### src/rtl/w5500_regs_pkg.sv
package w5500_regs_pkg;

    // Every SPI frame starts with a 16-bit address and a control byte
    localparam int FRAME_HDR_BITS = 24;
    localparam int CMD_FRAME_BITS = 32;

    // Control byte: block select, read/write bit, variable length mode
    localparam logic [7:0] CTRL_COMMON_WRITE   = 8'h04;
    localparam logic [7:0] CTRL_S0_WRITE       = 8'h0C;
    localparam logic [7:0] CTRL_S0_READ        = 8'h08;
    localparam logic [7:0] CTRL_S0_TXBUF_WRITE = 8'h14;

    // Common register block
    localparam logic [15:0] ADDR_GW_BASE   = 16'h0001;
    localparam logic [15:0] ADDR_MASK_BASE = 16'h0005;
    localparam logic [15:0] ADDR_MAC_BASE  = 16'h0009;
    localparam logic [15:0] ADDR_IP_BASE   = 16'h000F;
    localparam logic [15:0] ADDR_PHYCFGR   = 16'h002E;

    // Socket 0 register block
    localparam logic [15:0] ADDR_S0_MR         = 16'h0000;
    localparam logic [15:0] ADDR_S0_CR         = 16'h0001;
    localparam logic [15:0] ADDR_S0_SR         = 16'h0003;
    localparam logic [15:0] ADDR_S0_PORT       = 16'h0004;
    localparam logic [15:0] ADDR_S0_DIPR       = 16'h000C;
    localparam logic [15:0] ADDR_S0_DPORT      = 16'h0010;
    localparam logic [15:0] ADDR_S0_RXBUF_SIZE = 16'h001E;
    localparam logic [15:0] ADDR_S0_TXBUF_SIZE = 16'h001F;
    localparam logic [15:0] ADDR_S0_TX_WR0     = 16'h0024;
    localparam logic [15:0] ADDR_S0_TX_WR1     = 16'h0025;

    localparam logic [7:0] CMD_OPEN      = 8'h01;
    localparam logic [7:0] CMD_SEND      = 8'h20;
    localparam logic [7:0] STAT_SOCK_UDP = 8'h22;

    // 100BT full duplex with auto-negotiation off, PHY held out of reset
    localparam logic [31:0] FRM_PHY_MODE = {ADDR_PHYCFGR, CTRL_COMMON_WRITE, 8'hD8};

    localparam logic [31:0] FRM_S0_MODE_UDP   = {ADDR_S0_MR, CTRL_S0_WRITE, 8'h02};
    // 16 KB per direction, all of the chip's buffer goes to socket 0
    localparam logic [31:0] FRM_S0_RXBUF_SIZE = {ADDR_S0_RXBUF_SIZE, CTRL_S0_WRITE, 8'd16};
    localparam logic [31:0] FRM_S0_TXBUF_SIZE = {ADDR_S0_TXBUF_SIZE, CTRL_S0_WRITE, 8'd16};
    localparam logic [31:0] FRM_S0_OPEN       = {ADDR_S0_CR, CTRL_S0_WRITE, CMD_OPEN};

    localparam int INIT_STEPS  = 32;
    localparam int INIT_STEP_W = 5;

endpackage

### src/rtl/link_cfg_pkg.sv
package link_cfg_pkg;

    // Local node
    localparam logic [47:0] MAC_ADDR = 48'hAA_AF_FA_CC_E3_1C;
    localparam logic [31:0] IP_ADDR  = {8'd192, 8'd168, 8'd10, 8'd194};
    localparam logic [31:0] GW_ADDR  = {8'd192, 8'd168, 8'd10, 8'd1};
    localparam logic [31:0] NET_MASK = {8'd255, 8'd255, 8'd255, 8'd0};
    localparam logic [15:0] SRC_PORT = 16'd2390;

    // Fixed destination of every datagram
    localparam logic [31:0] DST_IP   = {8'd192, 8'd168, 8'd10, 8'd20};
    localparam logic [15:0] DST_PORT = 16'd5000;

    localparam int PAYLOAD_BITS  = 64;
    localparam int PAYLOAD_BYTES = PAYLOAD_BITS / 8;

    // Longest frame is the payload write with its header
    localparam int MAX_FRAME_BITS = PAYLOAD_BITS + w5500_regs_pkg::FRAME_HDR_BITS;
    localparam int FRAME_LEN_W    = $clog2(MAX_FRAME_BITS + 1);

    // clk cycles per SCLK half period
    localparam int SCLK_HALF_PERIOD = 4;
    localparam int SCLK_PACE_W      = $clog2(SCLK_HALF_PERIOD);

endpackage

### src/rtl/init_rom.sv
`timescale 1ns/1ps

module init_rom (
    input  logic [w5500_regs_pkg::INIT_STEP_W-1:0]    step,
    output logic [w5500_regs_pkg::CMD_FRAME_BITS-1:0] cmd
);
    import w5500_regs_pkg::*;
    import link_cfg_pkg::*;

    function automatic logic [CMD_FRAME_BITS-1:0] wr(input logic [15:0] addr,
                                                      input logic [7:0]  ctrl,
                                                      input logic [7:0]  data);
        return {addr, ctrl, data};
    endfunction

    // One register byte per frame, wide values go MSB first
    always_comb begin
        case (step)
            5'd0:  cmd = FRM_PHY_MODE;
            5'd1:  cmd = wr(ADDR_MAC_BASE,          CTRL_COMMON_WRITE, MAC_ADDR[47:40]);
            5'd2:  cmd = wr(ADDR_MAC_BASE + 16'd1,  CTRL_COMMON_WRITE, MAC_ADDR[39:32]);
            5'd3:  cmd = wr(ADDR_MAC_BASE + 16'd2,  CTRL_COMMON_WRITE, MAC_ADDR[31:24]);
            5'd4:  cmd = wr(ADDR_MAC_BASE + 16'd3,  CTRL_COMMON_WRITE, MAC_ADDR[23:16]);
            5'd5:  cmd = wr(ADDR_MAC_BASE + 16'd4,  CTRL_COMMON_WRITE, MAC_ADDR[15:8]);
            5'd6:  cmd = wr(ADDR_MAC_BASE + 16'd5,  CTRL_COMMON_WRITE, MAC_ADDR[7:0]);
            5'd7:  cmd = wr(ADDR_IP_BASE,           CTRL_COMMON_WRITE, IP_ADDR[31:24]);
            5'd8:  cmd = wr(ADDR_IP_BASE + 16'd1,   CTRL_COMMON_WRITE, IP_ADDR[23:16]);
            5'd9:  cmd = wr(ADDR_IP_BASE + 16'd2,   CTRL_COMMON_WRITE, IP_ADDR[15:8]);
            5'd10: cmd = wr(ADDR_IP_BASE + 16'd3,   CTRL_COMMON_WRITE, IP_ADDR[7:0]);
            5'd11: cmd = wr(ADDR_GW_BASE,           CTRL_COMMON_WRITE, GW_ADDR[31:24]);
            5'd12: cmd = wr(ADDR_GW_BASE + 16'd1,   CTRL_COMMON_WRITE, GW_ADDR[23:16]);
            5'd13: cmd = wr(ADDR_GW_BASE + 16'd2,   CTRL_COMMON_WRITE, GW_ADDR[15:8]);
            5'd14: cmd = wr(ADDR_GW_BASE + 16'd3,   CTRL_COMMON_WRITE, GW_ADDR[7:0]);
            5'd15: cmd = wr(ADDR_MASK_BASE,         CTRL_COMMON_WRITE, NET_MASK[31:24]);
            5'd16: cmd = wr(ADDR_MASK_BASE + 16'd1, CTRL_COMMON_WRITE, NET_MASK[23:16]);
            5'd17: cmd = wr(ADDR_MASK_BASE + 16'd2, CTRL_COMMON_WRITE, NET_MASK[15:8]);
            5'd18: cmd = wr(ADDR_MASK_BASE + 16'd3, CTRL_COMMON_WRITE, NET_MASK[7:0]);
            5'd19: cmd = FRM_S0_MODE_UDP;
            5'd20: cmd = FRM_S0_RXBUF_SIZE;
            5'd21: cmd = FRM_S0_TXBUF_SIZE;
            5'd22: cmd = wr(ADDR_S0_PORT,           CTRL_S0_WRITE, SRC_PORT[15:8]);
            5'd23: cmd = wr(ADDR_S0_PORT + 16'd1,   CTRL_S0_WRITE, SRC_PORT[7:0]);
            // Socket has to be open before the destination sticks
            5'd24: cmd = FRM_S0_OPEN;
            5'd25: cmd = wr(ADDR_S0_DIPR,           CTRL_S0_WRITE, DST_IP[31:24]);
            5'd26: cmd = wr(ADDR_S0_DIPR + 16'd1,   CTRL_S0_WRITE, DST_IP[23:16]);
            5'd27: cmd = wr(ADDR_S0_DIPR + 16'd2,   CTRL_S0_WRITE, DST_IP[15:8]);
            5'd28: cmd = wr(ADDR_S0_DIPR + 16'd3,   CTRL_S0_WRITE, DST_IP[7:0]);
            5'd29: cmd = wr(ADDR_S0_DPORT,          CTRL_S0_WRITE, DST_PORT[15:8]);
            5'd30: cmd = wr(ADDR_S0_DPORT + 16'd1,  CTRL_S0_WRITE, DST_PORT[7:0]);
            // Step 31, status read with a dummy data byte
            default: cmd = wr(ADDR_S0_SR, CTRL_S0_READ, 8'h00);
        endcase
    end

endmodule

### src/rtl/spi_frame_engine.sv
`timescale 1ns/1ps

module spi_frame_engine (
    input  logic                                     clk,
    input  logic                                     arst_n,
    input  logic                                     start,
    input  logic [link_cfg_pkg::MAX_FRAME_BITS-1:0]  frame,
    input  logic [link_cfg_pkg::FRAME_LEN_W-1:0]     frame_bits,
    output logic                                     frame_done,
    output logic [7:0]                               rx_byte,
    output logic                                     sclk,
    output logic                                     mosi,
    output logic                                     cs_n,
    input  logic                                     miso
);
    import link_cfg_pkg::*;

    typedef enum logic [1:0] {
        E_IDLE,
        E_SETUP,
        E_SHIFT,
        E_DONE
    } eng_state_t;

    eng_state_t                 state;
    logic [MAX_FRAME_BITS-1:0]  shift_q;
    logic [FRAME_LEN_W-1:0]     bits_left;
    logic [SCLK_PACE_W-1:0]     pace;
    logic                       pace_end;
    logic                       sclk_rise;
    logic                       sclk_fall;

    assign pace_end  = (pace == SCLK_PACE_W'(SCLK_HALF_PERIOD - 1));
    assign sclk_rise = (state == E_SHIFT) && pace_end && !sclk;
    assign sclk_fall = (state == E_SHIFT) && pace_end && sclk;

    always_ff @(posedge clk or negedge arst_n) begin
        if (!arst_n) begin
            state      <= E_IDLE;
            cs_n       <= 1'b1;
            sclk       <= 1'b0;
            mosi       <= 1'b0;
            bits_left  <= '0;
            pace       <= '0;
            frame_done <= 1'b0;
        end else begin
            frame_done <= 1'b0;
            case (state)
                E_IDLE: begin
                    if (start) begin
                        cs_n      <= 1'b0;
                        bits_left <= frame_bits;
                        state     <= E_SETUP;
                    end
                end
                // One cycle of cs_n setup, then the first bit goes out
                E_SETUP: begin
                    mosi  <= shift_q[MAX_FRAME_BITS-1];
                    pace  <= '0;
                    state <= E_SHIFT;
                end
                E_SHIFT: begin
                    if (pace_end) begin
                        pace <= '0;
                        sclk <= ~sclk;
                        if (sclk_fall) begin
                            if (bits_left == FRAME_LEN_W'(1)) begin
                                cs_n  <= 1'b1;
                                mosi  <= 1'b0;
                                state <= E_DONE;
                            end else begin
                                bits_left <= bits_left - FRAME_LEN_W'(1);
                                mosi      <= shift_q[MAX_FRAME_BITS-2];
                            end
                        end
                    end else begin
                        pace <= pace + SCLK_PACE_W'(1);
                    end
                end
                default: begin
                    frame_done <= 1'b1;
                    state      <= E_IDLE;
                end
            endcase
        end
    end

    // Payload path, MOSI data leaves from the top and MISO collects at the bottom
    always_ff @(posedge clk) begin
        if (state == E_IDLE && start) begin
            shift_q <= frame;
        end else if (sclk_fall) begin
            shift_q <= shift_q << 1;
        end
        if (sclk_rise) begin
            rx_byte <= {rx_byte[6:0], miso};
        end
    end

endmodule

### src/rtl/w5500_sequencer.sv
`timescale 1ns/1ps

module w5500_sequencer (
    input  logic                                     clk,
    input  logic                                     arst_n,
    input  logic                                     tx_send,
    input  logic [link_cfg_pkg::PAYLOAD_BITS-1:0]    tx_data,
    output logic                                     ready,
    output logic                                     start,
    output logic [link_cfg_pkg::MAX_FRAME_BITS-1:0]  frame,
    output logic [link_cfg_pkg::FRAME_LEN_W-1:0]     frame_bits,
    input  logic                                     frame_done,
    input  logic [7:0]                               rx_byte
);
    import w5500_regs_pkg::*;
    import link_cfg_pkg::*;

    typedef enum logic [2:0] {
        S_INIT,
        S_IDLE,
        S_TX_DATA,
        S_TX_WR1,
        S_TX_WR0,
        S_TX_SEND
    } seq_state_t;

    seq_state_t                 state;
    logic [INIT_STEP_W-1:0]     step;
    logic [CMD_FRAME_BITS-1:0]  init_cmd;
    logic [CMD_FRAME_BITS-1:0]  short_cmd;
    logic [PAYLOAD_BITS-1:0]    payload;
    logic [15:0]                tx_ptr;
    logic                       in_flight;
    logic                       last_step;

    init_rom init_rom0 (
        .step (step),
        .cmd  (init_cmd)
    );

    assign ready     = (state == S_IDLE);
    assign last_step = (step == INIT_STEP_W'(INIT_STEPS - 1));

    // Short frames sit at the top of the frame bus
    always_comb begin
        case (state)
            S_TX_WR1:  short_cmd = {ADDR_S0_TX_WR1, CTRL_S0_WRITE, tx_ptr[7:0]};
            S_TX_WR0:  short_cmd = {ADDR_S0_TX_WR0, CTRL_S0_WRITE, tx_ptr[15:8]};
            S_TX_SEND: short_cmd = {ADDR_S0_CR, CTRL_S0_WRITE, CMD_SEND};
            default:   short_cmd = init_cmd;
        endcase
        if (state == S_TX_DATA) begin
            frame      = {tx_ptr, CTRL_S0_TXBUF_WRITE, payload};
            frame_bits = FRAME_LEN_W'(MAX_FRAME_BITS);
        end else begin
            frame      = {short_cmd, {(MAX_FRAME_BITS - CMD_FRAME_BITS){1'b0}}};
            frame_bits = FRAME_LEN_W'(CMD_FRAME_BITS);
        end
    end

    always_ff @(posedge clk or negedge arst_n) begin
        if (!arst_n) begin
            state     <= S_INIT;
            step      <= '0;
            tx_ptr    <= '0;
            in_flight <= 1'b0;
            start     <= 1'b0;
        end else begin
            start <= 1'b0;
            // Every state except idle owns exactly one frame
            if (state != S_IDLE && !in_flight) begin
                start     <= 1'b1;
                in_flight <= 1'b1;
            end
            if (frame_done) begin
                in_flight <= 1'b0;
                case (state)
                    S_INIT: begin
                        // Last step is the status read, repeated until UDP mode shows
                        if (!last_step) begin
                            step <= step + INIT_STEP_W'(1);
                        end else if (rx_byte == STAT_SOCK_UDP) begin
                            state <= S_IDLE;
                        end
                    end
                    S_TX_DATA: state <= S_TX_WR1;
                    S_TX_WR1:  state <= S_TX_WR0;
                    S_TX_WR0:  state <= S_TX_SEND;
                    S_TX_SEND: begin
                        state  <= S_IDLE;
                        tx_ptr <= tx_ptr + 16'(PAYLOAD_BYTES);
                    end
                    default: state <= S_IDLE;
                endcase
            end
            if (state == S_IDLE && tx_send) begin
                state <= S_TX_DATA;
            end
        end
    end

    always_ff @(posedge clk) begin
        if (state == S_IDLE && tx_send) begin
            payload <= tx_data;
        end
    end

endmodule

### src/rtl/w5500_udp_tx.sv
`timescale 1ns/1ps

module w5500_udp_tx (
    input  logic                                   clk,
    input  logic                                   arst_n,
    input  logic                                   tx_send,
    input  logic [link_cfg_pkg::PAYLOAD_BITS-1:0]  tx_data,
    output logic                                   ready,
    output logic                                   sclk,
    output logic                                   mosi,
    output logic                                   cs_n,
    input  logic                                   miso
);
    import link_cfg_pkg::*;

    logic                       start;
    logic [MAX_FRAME_BITS-1:0]  frame;
    logic [FRAME_LEN_W-1:0]     frame_bits;
    logic                       frame_done;
    logic [7:0]                 rx_byte;

    w5500_sequencer seq0 (
        .clk        (clk),
        .arst_n     (arst_n),
        .tx_send    (tx_send),
        .tx_data    (tx_data),
        .ready      (ready),
        .start      (start),
        .frame      (frame),
        .frame_bits (frame_bits),
        .frame_done (frame_done),
        .rx_byte    (rx_byte)
    );

    spi_frame_engine spi0 (
        .clk        (clk),
        .arst_n     (arst_n),
        .start      (start),
        .frame      (frame),
        .frame_bits (frame_bits),
        .frame_done (frame_done),
        .rx_byte    (rx_byte),
        .sclk       (sclk),
        .mosi       (mosi),
        .cs_n       (cs_n),
        .miso       (miso)
    );

endmodule

### config.mk
export PLATFORM = sky130hd
export DESIGN_NAME = w5500_udp_tx
export DESIGN_NICKNAME = d
export VERILOG_FILES = /design/src/rtl/w5500_regs_pkg.sv /design/src/rtl/link_cfg_pkg.sv /design/src/rtl/init_rom.sv /design/src/rtl/spi_frame_engine.sv /design/src/rtl/w5500_sequencer.sv /design/src/rtl/w5500_udp_tx.sv
export SDC_FILE = /design/constraint.sdc
export NUM_CORES = 1
export LEC_CHECK = 0
export ABC_CLOCK_PERIOD_IN_PS = 11200
export CAP_MARGIN = 20
export CORE_MARGIN = 10
export CORE_UTILIZATION = 25
export DETAILED_ROUTE_END_ITERATION = 12
export DONT_BUFFER_PORTS = 1
export GPL_TIMING_DRIVEN = 0
export PLACE_DENSITY = 0.37
export SYNTH_ARGS = -nofsm -noshare
export SYNTH_HDL_FRONTEND = slang
export SYNTH_HIERARCHICAL = 1
export SYNTH_SLANG_ARGS = --single-unit
### constraint.sdc
create_clock -name clk -period 11.2 [get_ports clk]
set_input_delay 0.56 -clock clk [delete_from_list [all_inputs] [get_ports clk]]
set_output_delay 0.56 -clock clk [all_outputs]
set_load 0.02 [all_outputs]
== After elaboration in Yosys (flattened, before gate mapping) ==
Memories as Yosys holds them, arrays and structs flattened.
Cells that the tools add are included.

* Bitwise logic cells: 2
* Equality and inequality tests: 19
* $add $sub $neg: 4
* Mux-type cells: 35
* Reductions and logical operators: 24

{| class="wikitable"
|+ Operators by type and width
! cell !! number
|-
| $mux 88 || 3
|-
| $pmux 32 s3 || 1
|-
| $mux 7 || 5
|-
| $add 16x4->16 const B || 1
|-
| $pmux 7 s2 || 1
|-
| $mux 3 || 4
|-
| $pmux 3 s4 || 1
|-
| $mux 1 || 11
|-
| $mux 2 || 5
|-
| $reduce_and 5->1 || 2
|-
| $reduce_bool 2->1 || 5
|-
| $ne 3x1->1 const B || 3
|-
| $reduce_and 3->1 || 3
|-
| $eq 8x6->1 const B || 1
|-
| $eq 7x1->1 const B || 1
|-
| $sub 7x1->7 const B || 1
|-
| $eq 3x2->1 const B || 2
|-
| $eq 3x3->1 const B || 2
|-
| $logic_and 1x1->1 || 6
|-
| $ne 2x2->1 const B || 3
|-
| $pmux 2 s3 || 1
|-
| $add 5x1->5 const B || 1
|-
| $eq 5x5->1 const B || 1
|-
| $eq 2x2->1 const B || 2
|-
| other kinds (13) || 18
|}

* Memories: 1
* Word-level logic and storage cells: 100
* Input port bits: 68
* Bits in read-only memories: 512
* Register bits after elaboration: 201

{| class="wikitable"
|+ Memories
! memory !! depth !! bits a word !! read ports !! clocked after memory_dff !! wr ports !! line !! text
|-
| (no name shown) || 32 || 16 || 1 || 0 || 0 || init_rom.sv:18 || <nowiki>case (step)</nowiki>
|}

== Depth between registers and ports, before layout ==
Gate-level depths: netlist of run 1.

* Depth in word-level cells: 6
* Gate-level depth with buffers: 11
* Depth with buffers taken out: 10

== By module ==
Netlist of run 1, hierarchy kept.

{| class="wikitable"
|+ Modules (own cells, without submodules)
! module !! area each (µm²) !! times used !! cells each !! sequential area each (µm²)
|-
| spi_frame_engine || 4865.9 || 1 || 301 || 3259.4
|-
| w5500_sequencer || 3993.8 || 1 || 317 || 2497.4
|-
| init_rom || 900.9 || 1 || 140 || 0.0
|}

== Worst setup path after synthesis of run 1 ==
OpenSTA, ideal clock, no wires.

* Kind: reg2reg
* Start point: reg spi0.state[0]
* End point: reg spi0.shift_q[0] (enable)
* Stages on the path, launching flop included: 7
* Library setup time: 849 ps
* Data arrival time: 2775 ps
* Slack: 7576 ps
* Cells stage by stage: dfrtp_1 -> inv_1 -> ha_1 -> nand2_1 -> buf_2 -> buf_2 -> nand2_1

* Longest elaborated chain between the ends: 4
* Elaborated cells between the ends (all ways): 6

{| class="wikitable"
|+ RTL lines
! item !! line !! text
|-
| start, declared || spi_frame_engine.sv:25 || <nowiki>eng_state_t state;</nowiki>
|-
| start signal, assigned || spi_frame_engine.sv:39 || <nowiki>state <= E_IDLE;</nowiki>
|-
| start signal, assigned || spi_frame_engine.sv:53 || <nowiki>state <= E_SETUP;</nowiki>
|-
| start signal, assigned || spi_frame_engine.sv:60 || <nowiki>state <= E_SHIFT;</nowiki>
|-
| $eq 2x2->1 || spi_frame_engine.sv:35 || <nowiki>assign sclk_fall = (state == E_SHIFT) && pace_end && sclk;</nowiki>
|-
| $logic_and 1x1->1 (2 in a row) || spi_frame_engine.sv:35 ||
|-
| $reduce_bool 2->1 (no source line) * || - ||
|-
| end signal, assigned || spi_frame_engine.sv:91 || <nowiki>shift_q <= frame;</nowiki>
|-
| end signal, assigned || spi_frame_engine.sv:93 || <nowiki>shift_q <= shift_q << 1;</nowiki>
|-
| end, declared || spi_frame_engine.sv:26 || <nowiki>logic [MAX_FRAME_BITS-1:0] shift_q;</nowiki>
|}

Every way passes the cells marked *; elsewhere a longest branch is shown, timed or not.
A chain may end at the register's enable or synchronous reset.

== Worst setup path after layout of run 1 ==
* Start point: reg spi0.state[0]
* End point: reg spi0.shift_q[72] (enable)

The elaborated chain is that of the path after synthesis.

==> impl_metrics.ini, run 1 <==
[placement]
place_ws_ns = 8.15
portBuffers = 0
gp_congestion = 0.859
hpwl_um = 16400

[timing]
post-route-period-util = 0.268
setup_viol = 0
maxSlewViolCount = 0
fin_tns_setup_ns = 0
rsz0062_at_grt = false
period_needed_ns = 3.00
final.setup.worst_slack_ns = 8.20
fmax_mhz = 333
finClkSkew_ns = 0.0160
whs_ns = 0.200
worstMarginPinSlew_ns = 0.646
slew_headroom = 0.568
hold_violations = 0

[synth]
ys_ff_latch = 198
synth_common_cells = edfxtp_1, mux2_2, and3_1
synth.most_common_cell = edfxtp_1
syn_area_um2 = 9760
synth_top_area_cell = edfxtp_1
yosys-top-cells-area = edfxtp_1, mux2_2, dfrtp_1
synth_cell_types = 71
synth_top_area_share = 0.492
ys_seq_area_frac = 0.590
synth_edf_count = 160
ys_warn_count = 6
ys.flop_type = edfxtp_1
synthCells = 758
avgSynthCellArea_um2 = 12.9
async_flop_share = 0.192

[pwr]
clkPwrFrac = 0.243
powerDensity_nw_per_um2 = 232
total_power_w = 0.00259
p_switching_w = 0.000954
p_int_w = 0.00163
swShare = 0.369
vdd_drop_max_uv = 132
p_comb_frac = 0.366
seqPwrFrac = 0.392
leakage_nw = 4.16

[grt]
grt_pass1_vias = 6205
grt_max_degree = 51
grt_overflow_total = 0
grt_usage = 0.101
grt_antenna_before_repair = 3
grt_pass1_wl_um = 37100

[worst_setup_path]
required_ns = 11.33
path_max_fanout = 50
r2r_cells = 7
critPathCaptureType = flop
worstSetupPathType = reg2reg
cp-start-kind = flop
cp.arrival_ns = 3.14

[die]
dieArea_um2 = 47300
start_util = 0.253
core_um2 = 38600
rows = 72
fp.dieW_um = 218
die_h_um = 218
io_pins = 72

[detailed_routing]
drt-total-wl_um = 23500
drc = 0
ant_nets = 0
drt_first_pass_iters = 4
num_vias = 5899
viasPerCell = 4.43
drt_iter0_drc = 341
wl_per_cell_um = 17.7

[clocking]
clk_path_buf_depth = 2
htree_levels = 4
cts-buffers-inserted = 17
cts-root-buf = clkbuf_16
numClockSinks = 198
tritoncts = yes
clk_pin_slew_ns = 0.09
clk-insertion-delay-late_ns = 0.45

[finish]
drive_gt1_frac = 0.233
area.growth.synth_to_final_pct = 14.4
final_nets = 885

[hold_path]
whs_path_depth = 0
worst_hold_path_type = in2reg

[flow_run]
maxCapViolations = 0

[outcome]
status = completed
## area by class of cell
class                      count  area (µm²)
antenna                        1        2.50
buffer                        71         410
clock buffer                  17         425
clock inverter                15         164
fill                        3945       27500
inverter                      20        75.1
multi-input combinational    486        3590
sequential                   198        5760
tap                          518         648
timing repair buffer           5        92.6
## worst paths after layout
kind / start / to / slack [ns]
max: spi0/state[0]$_DFFE_PN0P_ / spi0/shift_q[72]$_DFFE_PP_ / 8.20
min reg2reg: seq0/in_flight$_DFFE_PN0P_ / seq0/start$_DFF_PN0_ / 0.42
min: tx_data[58] / seq0/payload[58]$_DFFE_PP_ / 0.20
max in group asynchronous: arst_n / spi0/cs_n$_DFFE_PN1P_ / 10.32
min in group asynchronous: arst_n / spi0/sclk$_DFFE_PN0N_ / 0.62
max reg2reg: spi0/state[0]$_DFFE_PN0P_ / spi0/shift_q[72]$_DFFE_PP_ / 8.20
## worst max-delay path, cell delays in order, from the launching register on
cell and delay (ns):
dfrtp_1 0.42, inv_1 0.09, ha_1 0.40, nand2_1 0.33, buf_2 0.32, buf_2 0.26, nand2_4 0.46, buf_16 0.32
## per-layer routing
metal,vias up,global-route usage,part of all wire
met2,88,0.149,0.45
li1,2876,-,-
met4,6,0.0352,0.013
met3,20,0.0300,0.042
met1,2909,0.138,0.49
met5,-,0,0.0016
## flip-flops by register name, indices dropped and copies added, names as in the netlist
| signal | count |
|---|---|
| spi0/pace | 2 |
| seq0/start | 1 |
| seq0/payload | 64 |
| spi0/shift_q | 88 |
| spi0/frame_done | 1 |
| seq0/tx_ptr | 13 |
| seq0/step | 5 |
| spi0/mosi | 1 |
| spi0/cs_n | 1 |
| spi0/state | 2 |
| spi0/rx_byte | 8 |
| spi0/sclk | 1 |
| spi0/bits_left | 7 |
| seq0/state | 3 |
| seq0/in_flight | 1 |
## cells by family (layout without fill, tap and decap cells)
logic type | count (synthesis) | count (layout) | share of synthesized area
AND/OR/NAND/NOR | 203 | 203 | 0.116
XOR/XNOR | 17 | 17 | 0.0153
AO/OA/AOI/OAI | 129 | 129 | 0.0892
flip-flops | 198 | 198 | 0.590
buffers and inverters | 91 | 128 | 0.0497
adder cells (fa/ha/maj) | 18 | 18 | 0.0231
other | 2 | 20 | 0.000769
multiplexers | 100 | 100 | 0.116
## power by group through the flow
stage | clock [W] | sequential, W | combinational [W]
2_1_floorplan | 0 | 0.00101 | 0.000688
4_1_cts | 0.000659 | 0.00102 | 0.000963
3_3_place_gp | 0 | 0.00104 | 0.000957
6_report | 0.000628 | 0.00101 | 0.000945
5_1_grt | 0.000686 | 0.00103 | 0.00107
3_5_place_dp | 0 | 0.00103 | 0.000955
## metrics by stage
step,utilization,cells,instance area [µm²]
after floorplan,-,775,9820
after global placement,0.271,1293,10500
after detailed placement,0.272,1295,10500
after CTS,0.289,1329,11200
after global routing,0.289,1330,11200
final,0.289,1331,11200
## cells in the final DEF, fill, tap and decap left out, drive strengths merged, types with 12 or more instances in the layout
master / Yosys / final
edfxtp: 160 / 160
mux2: 94 / 94
and3: 60 / 60
buf: 51 / 54
nand2: 47 / 47
clkbuf: 20 / 38
dfrtp: 37 / 37
o21ai: 32 / 32
nor2: 28 / 28
a21oi: 25 / 25
inv: 19 / 25
conb: 2 / 19
ha: 18 / 18
a22o: 13 / 13
nand3: 12 / 12
## repair_timing
action,CTS,global route
buffers inserted,0,0
endpoints found under the hold margin,38,0
gates resized for setup,0,0
hold buffers,2,0
No activity file was read; power rests on OpenSTA's default activity.
==> run 2: changes to the inputs <==
--- a/config.mk
+++ b/config.mk
@@ -5,7 +5,8 @@
 export SDC_FILE = /design/constraint.sdc
 export NUM_CORES = 1
 export LEC_CHECK = 0
-export ABC_CLOCK_PERIOD_IN_PS = 11200
+export ABC_AREA = 1
+export ABC_CLOCK_PERIOD_IN_PS = 3000
 export CAP_MARGIN = 20
 export CORE_MARGIN = 10
 export CORE_UTILIZATION = 25
==> constraint.sdc (replaced) <==
create_clock -name clk -period 3 [get_ports clk]
set_input_delay 0.15 -clock clk [delete_from_list [all_inputs] [get_ports clk]]
set_output_delay 0.15 -clock clk [all_outputs]
set_load 0.02 [all_outputs]
==> impl_metrics.ini, run 2 <==
[timing]
slew_headroom = 0.521
maxSlewViolCount = 0
post-route-period-util = 0.839
fmax_mhz = 397
setup_viol = 0
finClkSkew_ns = 0.0130
hold_violations = 0
period_needed_ns = 2.52
rsz0062_at_grt = false
whs_ns = 0.172
worstMarginPinSlew_ns = 0.717

[worst_setup_path]
worstSetupPathType = reg2reg
r2r_cells = 10
r2r_slack_ns = 0.48
cp.arrival_ns = 2.73
required_ns = 3.21
critPathCaptureType = flop
setup.worst_path.start = seq0/step[1]$_DFFE_PN0P_
timing.rr.start = seq0/step[1]$_DFFE_PN0P_
crit_path_end = spi0/shift_q[62]$_DFFE_PP_
path_max_fanout = 12
timing.rr.end = spi0/shift_q[62]$_DFFE_PP_
cp-start-kind = flop

[die]
rows = 73
fp.dieW_um = 220
start_util = 0.252
core_um2 = 39500
io_pins = 72
die_h_um = 220
dieArea_um2 = 48300

[grt]
grt_antenna_before_repair = 6
grt_pass1_wl_um = 37200
met3_usage = 0.0299
grtUsageMet2 = 0.152
use_met1 = 0.132
grt_usage = 0.0990
grt_pass1_vias = 6747
grt.busiest_layer = met2
grt_max_degree = 39
grt_overflow_total = 0

[detailed_routing]
drt_first_pass_iters = 5
drt-total-wl_um = 23100
ant_nets = 0
viasPerCell = 4.06
drc = 0
drt_iter0_drc = 372
num_vias = 6514
wl_per_cell_um = 14.4

[clocking]
clk_pin_slew_ns = 0.08
clk_path_buf_depth = 2
cts-root-buf = clkbuf_16
clk-insertion-delay-late_ns = 0.45
tritoncts = yes
cts_setup_buffers = 0
htree_levels = 4
cts-buffers-inserted = 17
cts-hold-fix-buffers = 67
cts-resized-gates = 0
numClockSinks = 198

[finish]
instances_no_fill = 1603
final_nets = 1146
mostFrequentLayoutCells = nand2_1, edfxtp_1, inv_1, nor2_1, mux2_2
multiInputGateArea_um2 = 3430
final_common_cell = nand2_1
largest_reg_flops = 88
fill_cells = 4103
drive_gt1_frac = 0.192
area.growth.synth_to_final_pct = 22.0
regArea_um2 = 5760
regMostFlops = spi0/shift_q
reg.largest.list = spi0/shift_q: 88 flops, seq0/payload: 64 flops, seq0/tx_ptr: 13 flops

[hold_path]
hp-start = tx_send
worst_hold_path_type = in2reg

[synth]
synthCells = 951
synth.most_common_cell = nand2_1
ys_ff_latch = 198
synth_top_area_cell = edfxtp_1
ys.flop_type = edfxtp_1
avgSynthCellArea_um2 = 10.5
yosys-top-cells-area = edfxtp_1, dfrtp_1, mux2_2
synth_top_area_share = 0.482
ys_seq_area_frac = 0.577
ys_warn_count = 6
synth_cell_types = 39
synth_edf_count = 160
synth_common_cells = nand2_1, edfxtp_1, inv_1
syn_area_um2 = 9970
async_flop_share = 0.192

[pwr]
p_comb_frac = 0.035
p_switching_w = 0.00123
swShare = 0.218
seqPwrFrac = 0.529
p_int_w = 0.00442
clkPwrFrac = 0.435
powerDensity_nw_per_um2 = 465
leakage_nw = 4.96
vdd_drop_max_uv = 400

[placement]
hpwl_um = 16200
placedCellCount = 1499
portBuffers = 0
gp_congestion = 0.844

[flow_run]
maxCapViolations = 0

[outcome]
status = completed
-- run 2: cell count changes after synthesis, moves of 9 or more --
cell      change
a21oi_1      -14
a22o_1       -13
and2_1        -9
and3_1       -60
clkbuf_1     -18
inv_1       +101
mux2_2       -13
nand2_1     +137
nand3_1      +46
nor2_1       +88
nor2b_1       -9
o21ai_1      +17
xnor2_1      -10
-- run 2: kinds of logic (layout without fill, tap and decap cells) --
logic type,after synthesis,after routing,share of synthesized area
adders and majority gates,18,18,0.0226
xor gates and xnor gates,13,13,0.0114
DFF,198,198,0.577
and+or+nand+nor,393,393,0.168
muxes,88,88,0.102
buffers and inverters,181,286,0.0870
AOI/OAI and AO/OA,58,58,0.0306
other,2,24,0.000753
-- run 2: critical path, stage by stage, from the launching register on --
cell and delay [ns]:
dfrtp_1 0.67, inv_2 0.20, ha_1 0.38, nand2_1 0.13, nand3_1 0.09, nand3_1 0.08
nand2_1 0.07, nand2_1 0.05, a21oi_1 0.28, nor2_1 0.07, mux2_2 0.26
-- run 2: per-layer routing --
layer  wire length [µm]  vias up
met5                 13        -
met4                348        2
met3               1020       24
met2              10400      116
met1              11300     3048
li1                   -     3324
-- run 2: power by group through the flow --
stage | combinational, W | clock (W) | sequential (W)
5_1_grt | 0.000228 | 0.00268 | 0.00300
6_report | 0.000201 | 0.00246 | 0.00299
3_3_place_gp | 0.000114 | 0 | 0.00305
2_1_floorplan | 0.0000993 | 0 | 0.00305
4_1_cts | 0.000203 | 0.00257 | 0.00299
3_5_place_dp | 0.000116 | 0 | 0.00305
-- run 2: per-stage QoR --
step | setup TNS (ns) | utilization | area, µm² | setup WS (ns) | power [W]
floorplan | 0 | - | 10100 | 0.320 | 0.00315
global placement | -59.27 | 0.271 | 10700 | -0.678 | 0.00317
detailed placement | 0 | 0.274 | 10900 | 0.503 | 0.00317
CTS | 0 | 0.307 | 12200 | 0.487 | 0.00576
global route | 0 | 0.308 | 12200 | 0.320 | 0.00590
finish | 0 | 0.308 | 12200 | 0.482 | 0.00565
-- run 2: cell type report --
type,count,area share
clock inverter,15,0.0155
tap,525,0.0540
inverter,128,0.0403
timing repair buffer,73,0.0683
sequential,198,0.473
antenna,5,0.00103
clock buffer,17,0.0350
multi-input combinational,589,0.282
buffer,53,0.0310
-- run 2: worst min path at each step --
| stage | end | slack (ns) | depth (start not counted) |
|---|---|---|---|
| after floorplan | seq0/in_flight$_DFFE_PN0P_ | -0.15 | 0 |
| after global placement | seq0/step[0]$_DFFE_PN0P_ | -0.14 | 0 |
| after detailed placement | seq0/step[0]$_DFFE_PN0P_ | -0.14 | 0 |
| after CTS | seq0/payload[0]$_DFFE_PP_ | 0.14 | 2 |
| after global routing | seq0/payload[57]$_DFFE_PP_ | 0.17 | 2 |
| final | seq0/payload[59]$_DFFE_PP_ | 0.17 | 2 |
